<file path="src/source/alloc_pkg.sv">
// Pool-wide definitions for the pointer allocator
// The pool size must be a power of two, because the scan index wraps by overflow
// cnt_t is one bit wider than a pointer so it can hold a full pool

package alloc_pkg;

    // ------------------------------
    // Pool geometry
    // ------------------------------

    // Number of pointers managed by the bit vector
    localparam int NUM_PTRS = 64;

    // Bits in a pointer index
    localparam int PTR_WID = $clog2(NUM_PTRS);

    // ------------------------------
    // Types
    // ------------------------------

    // Pointer index into the pool
    typedef logic [PTR_WID-1:0] ptr_t;

    // Pointer count, 0 to NUM_PTRS inclusive
    typedef logic [PTR_WID:0] cnt_t;

    // Double-free error counter, saturates at all ones
    typedef logic [7:0] err_cnt_t;

endpackage : alloc_pkg

</file>
<file path="src/source/alloc_reg_pkg.sv">
// Register map of the allocator control block
// Word addressed, one 16-bit register per address
// Unused addresses read as zero and ignore writes

package alloc_reg_pkg;

    // ------------------------------
    // Bus widths
    // ------------------------------

    typedef logic [3:0]  reg_addr_t;
    typedef logic [15:0] reg_data_t;

    // ------------------------------
    // Address map
    // ------------------------------

    // Control, read/write
    localparam reg_addr_t ADDR_CTRL        = 4'd0;
    // Status, read only
    localparam reg_addr_t ADDR_STATUS      = 4'd1;
    // Pointers currently held by requesters, read only
    localparam reg_addr_t ADDR_OUTSTANDING = 4'd2;
    // Double-free count; any write clears it
    localparam reg_addr_t ADDR_ERR_CNT     = 4'd3;

    // ------------------------------
    // Bit positions
    // ------------------------------

    // Soft reset, self-clearing, reads as 0
    localparam int CTRL_SRST_BIT    = 0;
    localparam int CTRL_EN_BIT      = 1;
    localparam int CTRL_SCAN_EN_BIT = 2;

    localparam int STATUS_INIT_DONE_BIT = 0;

endpackage : alloc_reg_pkg

</file>
<file path="src/source/alloc_ptr_fifo.sv">
// Show-ahead pointer FIFO, head_ptr is valid whenever empty is low
// A push while full and a pop while empty are ignored
// Flush wins over push and pop in the same cycle

`timescale 1ns/1ps

module alloc_ptr_fifo #(
    parameter int DEPTH = 8
) (
    input  logic            clk,
    input  logic            rst_n,
    input  logic            flush,
    input  logic            push,
    input  alloc_pkg::ptr_t push_ptr,
    input  logic            pop,
    output alloc_pkg::ptr_t head_ptr,
    output logic            empty,
    output logic            full
);

    // Index and occupancy widths
    localparam int AW = (DEPTH > 1) ? $clog2(DEPTH) : 1;
    localparam int CW = $clog2(DEPTH + 1);
    localparam logic [AW-1:0] LAST = AW'(DEPTH - 1);

    alloc_pkg::ptr_t mem [DEPTH];

    logic [AW-1:0] wr_idx;
    logic [AW-1:0] rd_idx;
    logic [CW-1:0] count;
    logic          do_push;
    logic          do_pop;

    assign do_push = push && !full;
    assign do_pop  = pop && !empty;

    assign empty    = (count == '0);
    assign full     = (count == CW'(DEPTH));
    assign head_ptr = mem[rd_idx];

    // Storage, written at the tail
    always_ff @(posedge clk) begin
        if (do_push) begin
            mem[wr_idx] <= push_ptr;
        end
    end

    // Ring indices and occupancy
    // Wrap by compare so any depth works
    always_ff @(posedge clk or negedge rst_n) begin
        if (!rst_n) begin
            wr_idx <= '0;
            rd_idx <= '0;
            count  <= '0;
        end else if (flush) begin
            wr_idx <= '0;
            rd_idx <= '0;
            count  <= '0;
        end else begin
            if (do_push) begin
                wr_idx <= (wr_idx == LAST) ? '0 : wr_idx + 1'b1;
            end
            if (do_pop) begin
                rd_idx <= (rd_idx == LAST) ? '0 : rd_idx + 1'b1;
            end
            case ({do_push, do_pop})
                2'b10:   count <= count + 1'b1;
                2'b01:   count <= count - 1'b1;
                default: count <= count;
            endcase
        end
    end

endmodule : alloc_ptr_fifo

</file>
<file path="src/source/alloc_bv_scan.sv">
// Bit vector core, one bit per pointer, set while the pointer is in use
// Init clears the vector one bit per cycle, NUM_PTRS cycles in all
// At most one found pointer waits between the scan and the allocation queue

`timescale 1ns/1ps

module alloc_bv_scan (
    input  logic            clk,
    input  logic            rst_n,
    input  logic            soft_rst,
    input  logic            en,
    input  logic            scan_en,
    input  logic            aq_full,
    output logic            aq_push,
    output alloc_pkg::ptr_t aq_ptr,
    input  logic            dq_empty,
    output logic            dq_pop,
    input  alloc_pkg::ptr_t dq_ptr,
    output logic            init_done,
    output logic            dbl_free
);

    // Last index of the pool, end of init
    localparam alloc_pkg::ptr_t LAST_IDX = alloc_pkg::ptr_t'(alloc_pkg::NUM_PTRS - 1);

    typedef enum logic {
        ST_INIT,
        ST_RUN
    } state_t;

    state_t state;

    // Shared index: clear pointer during init, scan position during run
    alloc_pkg::ptr_t idx;

    // 1 = pointer in use or waiting in the allocation queue
    logic [alloc_pkg::NUM_PTRS-1:0] bv;

    logic running;
    logic init_clr;
    logic scan_go;
    logic scan_hit;
    logic dq_bit;

    // ------------------------------
    // Per-cycle decisions
    // ------------------------------

    // The soft-reset pulse freezes all vector activity
    assign running  = (state == ST_RUN) && !soft_rst;
    assign init_clr = (state == ST_INIT) && !soft_rst;

    // Examine one pointer only while the queue has room
    assign scan_go  = running && en && scan_en && !aq_full;
    assign scan_hit = scan_go && !bv[idx];

    // Retire whatever is waiting, independent of the enables
    assign dq_pop = running && !dq_empty;
    assign dq_bit = bv[dq_ptr];

    // Drops in the soft-reset cycle itself, so no transfer slips through
    assign init_done = running;

    // ------------------------------
    // Control state
    // ------------------------------

    always_ff @(posedge clk or negedge rst_n) begin
        if (!rst_n) begin
            state    <= ST_INIT;
            idx      <= '0;
            aq_push  <= 1'b0;
            dbl_free <= 1'b0;
        end else if (soft_rst) begin
            // Queues are flushed by the same pulse, drop the waiting pointer too
            state    <= ST_INIT;
            idx      <= '0;
            aq_push  <= 1'b0;
            dbl_free <= 1'b0;
        end else begin
            // Returned pointer whose bit was already clear
            dbl_free <= dq_pop && !dq_bit;
            case (state)
                ST_INIT: begin
                    // Index wraps to 0 at the end, so the first scan starts at 0
                    idx <= idx + 1'b1;
                    if (idx == LAST_IDX) begin
                        state <= ST_RUN;
                    end
                end
                ST_RUN: begin
                    if (scan_go) begin
                        idx <= idx + 1'b1;
                    end
                    // A waiting pointer holds while the queue is full
                    if (scan_hit) begin
                        aq_push <= 1'b1;
                    end else if (!aq_full) begin
                        aq_push <= 1'b0;
                    end
                end
                default: begin
                    state <= ST_INIT;
                end
            endcase
        end
    end

    // ------------------------------
    // Bit vector and found pointer
    // ------------------------------

    // Scan sets only clear bits and retire clears only set bits,
    // so the two never fight over one bit in a cycle
    always_ff @(posedge clk) begin
        if (init_clr) begin
            bv[idx] <= 1'b0;
        end
        if (scan_hit) begin
            bv[idx] <= 1'b1;
            aq_ptr  <= idx;
        end
        if (dq_pop && dq_bit) begin
            bv[dq_ptr] <= 1'b0;
        end
    end

endmodule : alloc_bv_scan

</file>
<file path="src/source/alloc_regs.sv">
// Register block of the allocator, strobe bus with no wait states
// Writes act at the sampling edge, read data follows reg_rd by one cycle
// Outstanding count assumes requesters only free pointers they hold

`timescale 1ns/1ps

module alloc_regs (
    input  logic                     clk,
    input  logic                     rst_n,
    input  logic                     reg_wr,
    input  logic                     reg_rd,
    input  alloc_reg_pkg::reg_addr_t reg_addr,
    input  alloc_reg_pkg::reg_data_t reg_wdata,
    output alloc_reg_pkg::reg_data_t reg_rdata,
    output logic                     reg_rvalid,
    output logic                     ctrl_reset,
    output logic                     ctrl_en,
    output logic                     ctrl_scan_en,
    input  logic                     init_done,
    input  logic                     dbl_free,
    input  logic                     alloc_fire,
    input  logic                     dealloc_fire
);

    logic                     wr_ctrl;
    logic                     wr_err;
    alloc_pkg::cnt_t          outstanding;
    alloc_pkg::err_cnt_t      err_cnt;
    alloc_reg_pkg::reg_data_t rd_mux;

    // Address decode
    assign wr_ctrl = reg_wr && (reg_addr == alloc_reg_pkg::ADDR_CTRL);
    assign wr_err  = reg_wr && (reg_addr == alloc_reg_pkg::ADDR_ERR_CNT);

    // ------------------------------
    // Control bits
    // ------------------------------

    // Soft reset is high for exactly one cycle after the write
    always_ff @(posedge clk or negedge rst_n) begin
        if (!rst_n) begin
            ctrl_reset   <= 1'b0;
            ctrl_en      <= 1'b0;
            ctrl_scan_en <= 1'b0;
        end else if (wr_ctrl) begin
            ctrl_reset   <= reg_wdata[alloc_reg_pkg::CTRL_SRST_BIT];
            ctrl_en      <= reg_wdata[alloc_reg_pkg::CTRL_EN_BIT];
            ctrl_scan_en <= reg_wdata[alloc_reg_pkg::CTRL_SCAN_EN_BIT];
        end else begin
            ctrl_reset <= 1'b0;
        end
    end

    // ------------------------------
    // Counters
    // ------------------------------

    // Pointers held outside the allocator
    always_ff @(posedge clk or negedge rst_n) begin
        if (!rst_n) begin
            outstanding <= '0;
        end else if (ctrl_reset) begin
            outstanding <= '0;
        end else begin
            case ({alloc_fire, dealloc_fire})
                2'b10:   outstanding <= outstanding + 1'b1;
                2'b01:   outstanding <= outstanding - 1'b1;
                default: outstanding <= outstanding;
            endcase
        end
    end

    // Double frees, saturating, kept across soft reset
    always_ff @(posedge clk or negedge rst_n) begin
        if (!rst_n) begin
            err_cnt <= '0;
        end else if (wr_err) begin
            err_cnt <= '0;
        end else if (dbl_free && (err_cnt != '1)) begin
            err_cnt <= err_cnt + 1'b1;
        end
    end

    // ------------------------------
    // Read path
    // ------------------------------

    always_comb begin
        rd_mux = '0;
        case (reg_addr)
            alloc_reg_pkg::ADDR_CTRL: begin
                // Soft reset bit reads back as 0
                rd_mux[alloc_reg_pkg::CTRL_EN_BIT]      = ctrl_en;
                rd_mux[alloc_reg_pkg::CTRL_SCAN_EN_BIT] = ctrl_scan_en;
            end
            alloc_reg_pkg::ADDR_STATUS: begin
                rd_mux[alloc_reg_pkg::STATUS_INIT_DONE_BIT] = init_done;
            end
            alloc_reg_pkg::ADDR_OUTSTANDING: rd_mux = alloc_reg_pkg::reg_data_t'(outstanding);
            alloc_reg_pkg::ADDR_ERR_CNT:     rd_mux = alloc_reg_pkg::reg_data_t'(err_cnt);
            default:                         rd_mux = '0;
        endcase
    end

    always_ff @(posedge clk or negedge rst_n) begin
        if (!rst_n) begin
            reg_rvalid <= 1'b0;
            reg_rdata  <= '0;
        end else begin
            reg_rvalid <= reg_rd;
            if (reg_rd) begin
                reg_rdata <= rd_mux;
            end
        end
    end

endmodule : alloc_regs

</file>
<file path="src/source/alloc_bv.sv">
// Bit-vector pointer allocator with register control, pool of alloc_pkg::NUM_PTRS
// Both ports are held off until init is done and the core is enabled
// Queue depths only shape burst behaviour, the pool size is fixed

`timescale 1ns/1ps

module alloc_bv #(
    // Burst of allocations served without waiting on the scan
    parameter int ALLOC_Q_DEPTH   = 16,
    // Burst of frees accepted ahead of the retire
    parameter int DEALLOC_Q_DEPTH = 8
) (
    input  logic                     clk,
    input  logic                     rst_n,

    // Allocate port
    input  logic                     alloc_req,
    output logic                     alloc_rdy,
    output alloc_pkg::ptr_t          alloc_ptr,

    // Deallocate port
    input  logic                     dealloc_req,
    output logic                     dealloc_rdy,
    input  alloc_pkg::ptr_t          dealloc_ptr,

    // Register bus
    input  logic                     reg_wr,
    input  logic                     reg_rd,
    input  alloc_reg_pkg::reg_addr_t reg_addr,
    input  alloc_reg_pkg::reg_data_t reg_wdata,
    output alloc_reg_pkg::reg_data_t reg_rdata,
    output logic                     reg_rvalid,

    output logic                     init_done
);

    // ------------------------------
    // Signals
    // ------------------------------
    logic            ctrl_reset;
    logic            ctrl_en;
    logic            ctrl_scan_en;
    logic            dbl_free;

    logic            alloc_fire;
    logic            dealloc_fire;

    logic            aq_push;
    alloc_pkg::ptr_t aq_ptr;
    logic            aq_empty;
    logic            aq_full;

    logic            dq_pop;
    alloc_pkg::ptr_t dq_ptr;
    logic            dq_empty;
    logic            dq_full;

    // Ready gating and transfer strobes
    assign alloc_rdy    = ctrl_en && init_done && !aq_empty;
    assign dealloc_rdy  = ctrl_en && init_done && !dq_full;
    assign alloc_fire   = alloc_req && alloc_rdy;
    assign dealloc_fire = dealloc_req && dealloc_rdy;

    // ------------------------------
    // Register block
    // ------------------------------
    alloc_regs i_alloc_regs (
        .clk,
        .rst_n,
        .reg_wr,
        .reg_rd,
        .reg_addr,
        .reg_wdata,
        .reg_rdata,
        .reg_rvalid,
        .ctrl_reset,
        .ctrl_en,
        .ctrl_scan_en,
        .init_done,
        .dbl_free,
        .alloc_fire,
        .dealloc_fire
    );

    // ------------------------------
    // Bit vector, init and scan
    // ------------------------------
    alloc_bv_scan i_alloc_bv_scan (
        .clk,
        .rst_n,
        .soft_rst ( ctrl_reset ),
        .en       ( ctrl_en ),
        .scan_en  ( ctrl_scan_en ),
        .aq_full,
        .aq_push,
        .aq_ptr,
        .dq_empty,
        .dq_pop,
        .dq_ptr,
        .init_done,
        .dbl_free
    );

    // ------------------------------
    // Queues
    // ------------------------------

    // Free pointers found by the scan, head goes out on alloc_ptr
    alloc_ptr_fifo #(
        .DEPTH ( ALLOC_Q_DEPTH )
    ) i_alloc_q (
        .clk,
        .rst_n,
        .flush    ( ctrl_reset ),
        .push     ( aq_push ),
        .push_ptr ( aq_ptr ),
        .pop      ( alloc_fire ),
        .head_ptr ( alloc_ptr ),
        .empty    ( aq_empty ),
        .full     ( aq_full )
    );

    // Returned pointers waiting for retire
    alloc_ptr_fifo #(
        .DEPTH ( DEALLOC_Q_DEPTH )
    ) i_dealloc_q (
        .clk,
        .rst_n,
        .flush    ( ctrl_reset ),
        .push     ( dealloc_fire ),
        .push_ptr ( dealloc_ptr ),
        .pop      ( dq_pop ),
        .head_ptr ( dq_ptr ),
        .empty    ( dq_empty ),
        .full     ( dq_full )
    );

endmodule : alloc_bv

</file>
<file path="config.mk">
export PLATFORM = sky130hd
export DESIGN_NAME = alloc_bv
export DESIGN_NICKNAME = d
export VERILOG_FILES = /design/src/source/alloc_pkg.sv /design/src/source/alloc_reg_pkg.sv /design/src/source/alloc_ptr_fifo.sv /design/src/source/alloc_bv_scan.sv /design/src/source/alloc_regs.sv /design/src/source/alloc_bv.sv
export SDC_FILE = /design/constraint.sdc
export NUM_CORES = 1
export LEC_CHECK = 0
export ABC_AREA = 1
export BUFFER_PORTS_ARGS = -buffer_cell sky130_fd_sc_hd__buf_2
export CAP_MARGIN = 5
export CORE_UTILIZATION = 50
export CTS_BUF_LIST = sky130_fd_sc_hd__clkbuf_2 sky130_fd_sc_hd__clkbuf_4 sky130_fd_sc_hd__clkbuf_8
export DETAILED_ROUTE_END_ITERATION = 6
export PLACE_DENSITY = 0.74
export RECOVER_POWER = 100
export SLEW_MARGIN = 30
export SYNTH_ARGS = -nofsm -noshare
export SYNTH_HDL_FRONTEND = slang
export SYNTH_SLANG_ARGS = --single-unit
</file>
<file path="constraint.sdc">
create_clock -name clk -period 4.3 [get_ports clk]
set_clock_uncertainty 0.05 [all_clocks]
set_input_delay 0.645 -clock clk [delete_from_list [all_inputs] [get_ports clk]]
set_output_delay 0.645 -clock clk [all_outputs]
set_load 0.01 [all_outputs]
</file>
Yosys cells after proc, flatten, opt, wreduce, memory -nomap -nowiden:

Memories as Yosys holds them, arrays and structs flattened.
Cells that the tools add are included.
W data, S select, Z words.

* add/sub/neg operators: 12
* bitwise operators: 6
* $lt $le $gt $ge: 4
* equality and inequality tests: 19
* muxes and demuxes: 50
* reductions and logical operators: 42

Operator list (number)
* $mux W64: 3
* $and A64 B64 Y64: 2
* $not A64 Y64: 2
* $or A64 B64 Y64: 1
* $mux W4: 7
* $logic_and A1 B1 Y1: 22
* $pmux W5 S2: 2
* $mux W3: 6
* $mux W1: 17
* $mux W8: 2
* $lt A6 B7 Y1 const B: 2
* $pmux W7 S2: 1
* $add A4 B1 Y4 const B: 3
* $bmux W1 S6: 2
* $demux W1 S6: 2
* $eq A4 B4 Y1 const B: 3
* $ge A6 B1 Y1 const B: 2
* $mux W6: 2
* $pmux W6 S2: 1
* $reduce_bool A2 Y1: 6
* $reduce_bool A3 Y1: 3
* $add A8 B1 Y8 const B: 1
* $eq A4 B2 Y1 const B: 2
* $logic_not A4 Y1: 2
* 24 further kinds: 37

* input bits: 32
* flip-flop bits (word level): 137
* logic and storage cells: 154
* memories: 2
* bits in writable memories: 144

Memory list
* i_alloc_q.mem: words 16, bits a word 6, read ports 1, clocked after memory_dff 0, write ports 1, RTL line alloc_ptr_fifo.sv:26 `alloc_pkg::ptr_t mem [DEPTH];`
* i_dealloc_q.mem: words 8, bits a word 6, read ports 1, clocked after memory_dff 0, write ports 1, RTL line alloc_ptr_fifo.sv:26

Logic depth before layout (Yosys ltp):

* word-level depth: 11
* gate-level depth with buffers: 20
* depth with buffers taken out: 19

By module:

From an unflattened synthesis, not the netlist that was laid out.

* cell total of the unflattened synthesis: 1907
* area, all modules: 15118.2 um^2

Modules (own cells, without submodules)
* alloc_bv_scan: area an instance 6158.4 um^2, times used 1, cells an instance 1037
* alloc_ptr_fifo at i_alloc_q: area an instance 4683.2 um^2, times used 1, cells an instance 407
* alloc_ptr_fifo at i_dealloc_q: area an instance 2575.0 um^2, times used 1, cells an instance 236
* alloc_regs: area an instance 1661.6 um^2, times used 1, cells an instance 217
* alloc_bv: area an instance 40.0 um^2, times used 1, cells an instance 10

Worst setup path before layout:

OpenSTA, ideal clock, no wires.

* path kind: register -> register
* start point: reg i_alloc_bv_scan.state
* end point: reg i_alloc_regs.outstanding[6]
* setup slack: 1412 ps
* data required time: 4124 ps
* buffers on the path: 0
* clock period less this slack: 2888 ps
* stages on the path, launching flop included: 18
* arrival: 2712 ps
* cells stage by stage: dfrtp_1 > inv_1 > nor2_1 > nand2_1 > inv_1 > nand2_1 > nor2_1 > inv_1 > ha_1 > fa_1 > a21oi_1 > nor2_1 > nor2_1 > nor2_1 > o21a_1 > nor2_1 > xor2_1 > o21ai_0

* cells in the longest elaborated chain, start to end: 7

Ends and longest elaborated chain
* start, declared: RTL line alloc_bv_scan.sv:31 `state_t state;`
* start signal, assigned: RTL line alloc_bv_scan.sv:70 `state <= ST_INIT;`
* start signal, assigned: RTL line alloc_bv_scan.sv:76 `state <= ST_INIT;`
* start signal, assigned: RTL line alloc_bv_scan.sv:88 `state <= ST_RUN;`
* $logic_and A1 B1 Y1 *: RTL line alloc_bv_scan.sv:50 `assign running = (state == ST_RUN) && !soft_rst;`
* named net init_done: RTL line alloc_bv.sv:34 `output logic init_done`
* $logic_and A1 B1 Y1 *: RTL line alloc_bv.sv:59, alloc_bv.sv:60
* $logic_and A1 B1 Y1 (on tied branches): RTL line alloc_bv.sv:60, alloc_bv.sv:59
* $logic_and A1 B1 Y1 (on tied branches): RTL line alloc_bv.sv:62, alloc_bv.sv:61
* $eq A2 B1 Y1 or $eq A2 B2 Y1 (tied branches): RTL line alloc_regs.sv:65 `case ({alloc_fire, dealloc_fire})`
* $pmux W7 S2: RTL line alloc_regs.sv:65
* $mux W7: RTL line alloc_regs.sv:62 `end else if (ctrl_reset) begin`
* end signal, assigned: RTL line alloc_regs.sv:66 `2'b10: outstanding <= outstanding + 1'b1;`
* end signal, assigned: RTL line alloc_regs.sv:67 `2'b01: outstanding <= outstanding - 1'b1;`
* end signal, assigned: RTL line alloc_regs.sv:68 `default: outstanding <= outstanding;`
* end, declared: RTL line alloc_regs.sv:27 `alloc_pkg::cnt_t outstanding;`

The timed path passes the listed nets; every way through them passes the cells marked *.
A chain may end at the register's enable or synchronous reset.

Worst setup path in the final report:

* start point: reg i_dealloc_q.rd_idx[0]
* end point: reg i_alloc_bv_scan.bv[38] (netlist bit)

* cells in the longest elaborated chain, start to end: 8

Ends and longest elaborated chain
* start, declared: RTL line alloc_ptr_fifo.sv:29 `logic [AW-1:0] rd_idx;`
* start signal, assigned: RTL line alloc_ptr_fifo.sv:64 `rd_idx <= (rd_idx == LAST) ? '0 : rd_idx + 1'b1;`
* $mem_v2 Z8 W6 *
* $lt A6 B7 Y1 (not written as such) or $ge A6 B1 Y1 (tied branches): RTL line alloc_bv_scan.sv:124 `bv[dq_ptr] <= 1'b0;`
* $logic_and A1 B1 Y1 (not written as such): RTL line alloc_bv_scan.sv:124
* $mux W1 (not written as such): RTL line alloc_bv_scan.sv:124
* $demux W1 S6
* $not A64 Y64 (no source line)
* $and A64 B64 Y64 (no source line)
* $mux W64 *: RTL line alloc_bv_scan.sv:123 `if (dq_pop && dq_bit) begin`
* end signal, assigned by index: RTL line alloc_bv_scan.sv:117 `bv[idx] <= 1'b0;`
* end signal, assigned by index: RTL line alloc_bv_scan.sv:120 `bv[idx] <= 1'b1;`
* end signal, assigned by index: RTL line alloc_bv_scan.sv:124
* end, declared: RTL line alloc_bv_scan.sv:37 `logic [alloc_pkg::NUM_PTRS-1:0] bv;`

Every way passes the cells marked *; elsewhere a longest branch is shown, timed or not. The select of a mux whose other input is x is not followed.

==> metrics.txt <==
crit path launch type=flop; Hold Path Class=primary input to flop; total chip power=10.8 mW; critical path data required time=4.70 ns; Nets=2077; Post-synth EDFFs=150; critical path's most frequent cell=nand2_1; commonest non-fill, non-tap cells in the layout=nand2_1 (646), nor2_1 (244), nand3_1 (155); placed cells=2363; Hold Slack=0.275 ns; # rows=63; Routed WL=41700 um; r2r startpoint=i_dealloc_q.rd_idx[0]; asr flop ratio synth=21.6%; R2R depth=18; cts repair resizes=0; Max clock buf depth=3; R2R Setup Slk=0.35 ns; residual DRC count=0; Power Dens Cells=655 nW/um2; Max VDD drop=0.675 mV; Port Buffers=36; status=finished with violations; routed len/inst=17.0 um; worst setup path category=flop to flop; Final Max Slew Viols=130; setup ws final=0.353 ns; CP top delay family=simple AND/OR/NAND/NOR gates; violated checks=capacitance limit, slew limit; insertion delay to the later sink of the worst-skew pair=0.58 ns; CTS Hold Bufs=0; post-place setup slack=0.635 ns; Fmax=0.253 GHz; most common cell after layout, fill and taps aside=nand2_1; CP max-delay cell=clkbuf_4; Synth-to-Final Area Change=8.05%; hold violation count in the final report=0; Worst EP arrival=4.35 ns; post-route clock period utilization=91.8%; number of max-cap violations=3; slew margin rel.=-21.0%; Slew @ Worst Pin=1.81 ns; unrepaired setup endpoints after global routing=no; CP Cell Sequence=inv_4 > nand2_1 > nand2_1 > nand2_1 > nand3_1 > buf_4 > nand2_2 > inv_2 > nand2_1 > nand3_1 > nand2_1 > o21ai_1 > nand2_1 > nor2_1 > nand2_2 > clkbuf_4 > nand3_1 > nand2_1; Synth Flop Type=edfxtp_1; CP Depth=18; antenna cells=0; all-layer global routing usage=26.7%; Post-CTS Setup Bufs=0; crit-path max cell delay=0.53 ns; crit path launch=i_dealloc_q.rd_idx[0]; WP buf/inv=4; initial antenna violation count=0; fin cells=2448; die footprint=31300 um2; number of global-route vias before repair=13168; Netlist cell types=48; min Tclk post-route=3.95 ns; Die Wd=177 um; H-tree levels=2; gate count of the mapped netlist=2016; Die Height=177 um; CTS tree=built; IO Count=58; iteration-0 DRC count of the detailed router=1505; Leak Pwr=7.02 nW; CTS clk-pin slew, worst paths=0.06 ns; first-pass GRT wire length=66600 um; largest net degree at the start of global routing=68; post-synthesis sequential area ratio=47.5%; Post-DP HPWL=26400 um; crit end category=flop; Core Region=29900 um2; worst setup path endpoint=i_alloc_bv_scan.bv[38]; Finished Cell Area=16500 um2; largest fanout on the critical path=65; GPL Wtd Cong=0.947; DR vias/cell=5.71; cts bufs inserted=47; mapped cell area=15300 um2; Detailed Routing Iterations Pass 1=6; Initial Utilization=51.2%; Post-DP Area=15600 um2; synth warn=0; RR Endpoint=i_alloc_bv_scan.bv[38]; root buffer cell=clkbuf_8; Syn Area/Cell=7.59 um2; FF+latch count, synth=273; CTS sink cnt=273; Final Setup Violations=0; Final TNS setup=0 ns; vias after detailed routing=13972; Final ANT Viol Nets=0; share of cells above drive strength 1=6.66%; final core utilization=55.3%; total gr overflow=0
==> synthesized netlist by cell type (4+ instances only) <==
cell type	instances	area share, %
nand4_1	71	2.9
o221ai_1	4	0.23
nand2_1	646	16
o21a_1	5	0.25
o21ai_1	11	0.36
o22ai_1	23	0.94
nand3b_1	17	0.83
nand3_1	154	5.0
nor2_1	247	6.1
a21oi_1	98	3.2
dfxtp_1	64	8.4
xor2_1	6	0.34
buf_6	12	0.88
a31oi_1	7	0.29
nor3_1	17	0.56
edfxtp_1	150	29
a311oi_1	8	0.46
dfrtp_1	59	9.7
buf_2	36	1.2
ha_1	21	1.7
clkbuf_1	39	0.96
nor2_4	4	0.29
mux2_2	5	0.37
inv_1	153	3.8
buf_4	18	0.88
o21ai_0	108	3.5
==> power breakdown <==
| part | switching [mW] | leakage, nW | internal, mW | total (mW) |
|---|---|---|---|---|
| logic | 3.72 | 3.86 | 1.18 | 4.90 |
| registers | 0.322 | 2.62 | 3.16 | 3.48 |
| clock network | 1.10 | 0.529 | 1.35 | 2.45 |
| total | 5.14 | 7.02 | 5.68 | 10.8 |
==> worst min-delay path by stage <==
stage / start / endpoint / slack (ns) / depth (start not counted)
after floorplan: rst_n / i_alloc_bv_scan.aq_push / 0.30 / 0
after global placement: i_alloc_regs.err_cnt[7] / i_alloc_regs.err_cnt[7] / 0.43 / 1
after detailed placement: i_alloc_regs.err_cnt[6] / i_alloc_regs.err_cnt[7] / 0.44 / 1
after CTS: rst_n / i_dealloc_q.rd_idx[1] / 0.08 / 1
after global routing: reg_wdata[1] / i_alloc_regs.ctrl_en / 0.25 / 2
final: reg_wdata[1] / i_alloc_regs.ctrl_en / 0.27 / 2
==> sequential cells by signal (all words and copies together), names as in the netlist, 3 cells and up <==
name / cells
i_alloc_q.count: 5
i_alloc_q.wr_idx: 4
i_alloc_regs.err_cnt: 8
i_alloc_regs.outstanding: 7
i_alloc_q.mem: 96
i_alloc_q.rd_idx: 4
i_dealloc_q.rd_idx: 3
i_alloc_regs.reg_rdata: 8
i_alloc_bv_scan.aq_ptr: 6
i_alloc_bv_scan.idx: 6
i_dealloc_q.mem: 48
i_dealloc_q.wr_idx: 3
i_alloc_bv_scan.bv: 64
i_dealloc_q.count: 4
==> kinds of logic (layout without fill, tap and decap cells) <==
| group | after synthesis | count (layout) | synth area share [%] |
|---|---|---|---|
| AND/OR/NAND/NOR | 1166 | 1166 | 32.0 |
| XOR/XNOR | 8 | 8 | 0.458 |
| adder cells (fa/ha/maj) | 23 | 23 | 1.98 |
| multiplexers | 5 | 5 | 0.368 |
| other | 1 | 8 | 0.0245 |
| AO/OA/AOI/OAI | 274 | 274 | 9.78 |
| buffers and inverters | 266 | 301 | 7.87 |
| flip-flops | 273 | 273 | 47.5 |
==> layout make-up <==
type                       count  area [um2]
inverter                     158         596
sequential                   273        7260
multi-input combinational   1484        6870
clock buffer                  77         916
clock inverter                 8        55.1
timing repair buffer          58         337
tap                          390         488
fill                        2778       13300
==> metal layers <==
metal	routed length [um]	up-vias	GRT usage [%]
met5	0	-	0
met4	1180	0	10.5
met3	3400	117	4.34
met2	19800	631	43.8
met1	17300	6522	35.1
li1	-	6702	-
Power figures use the tool's default switching activity.
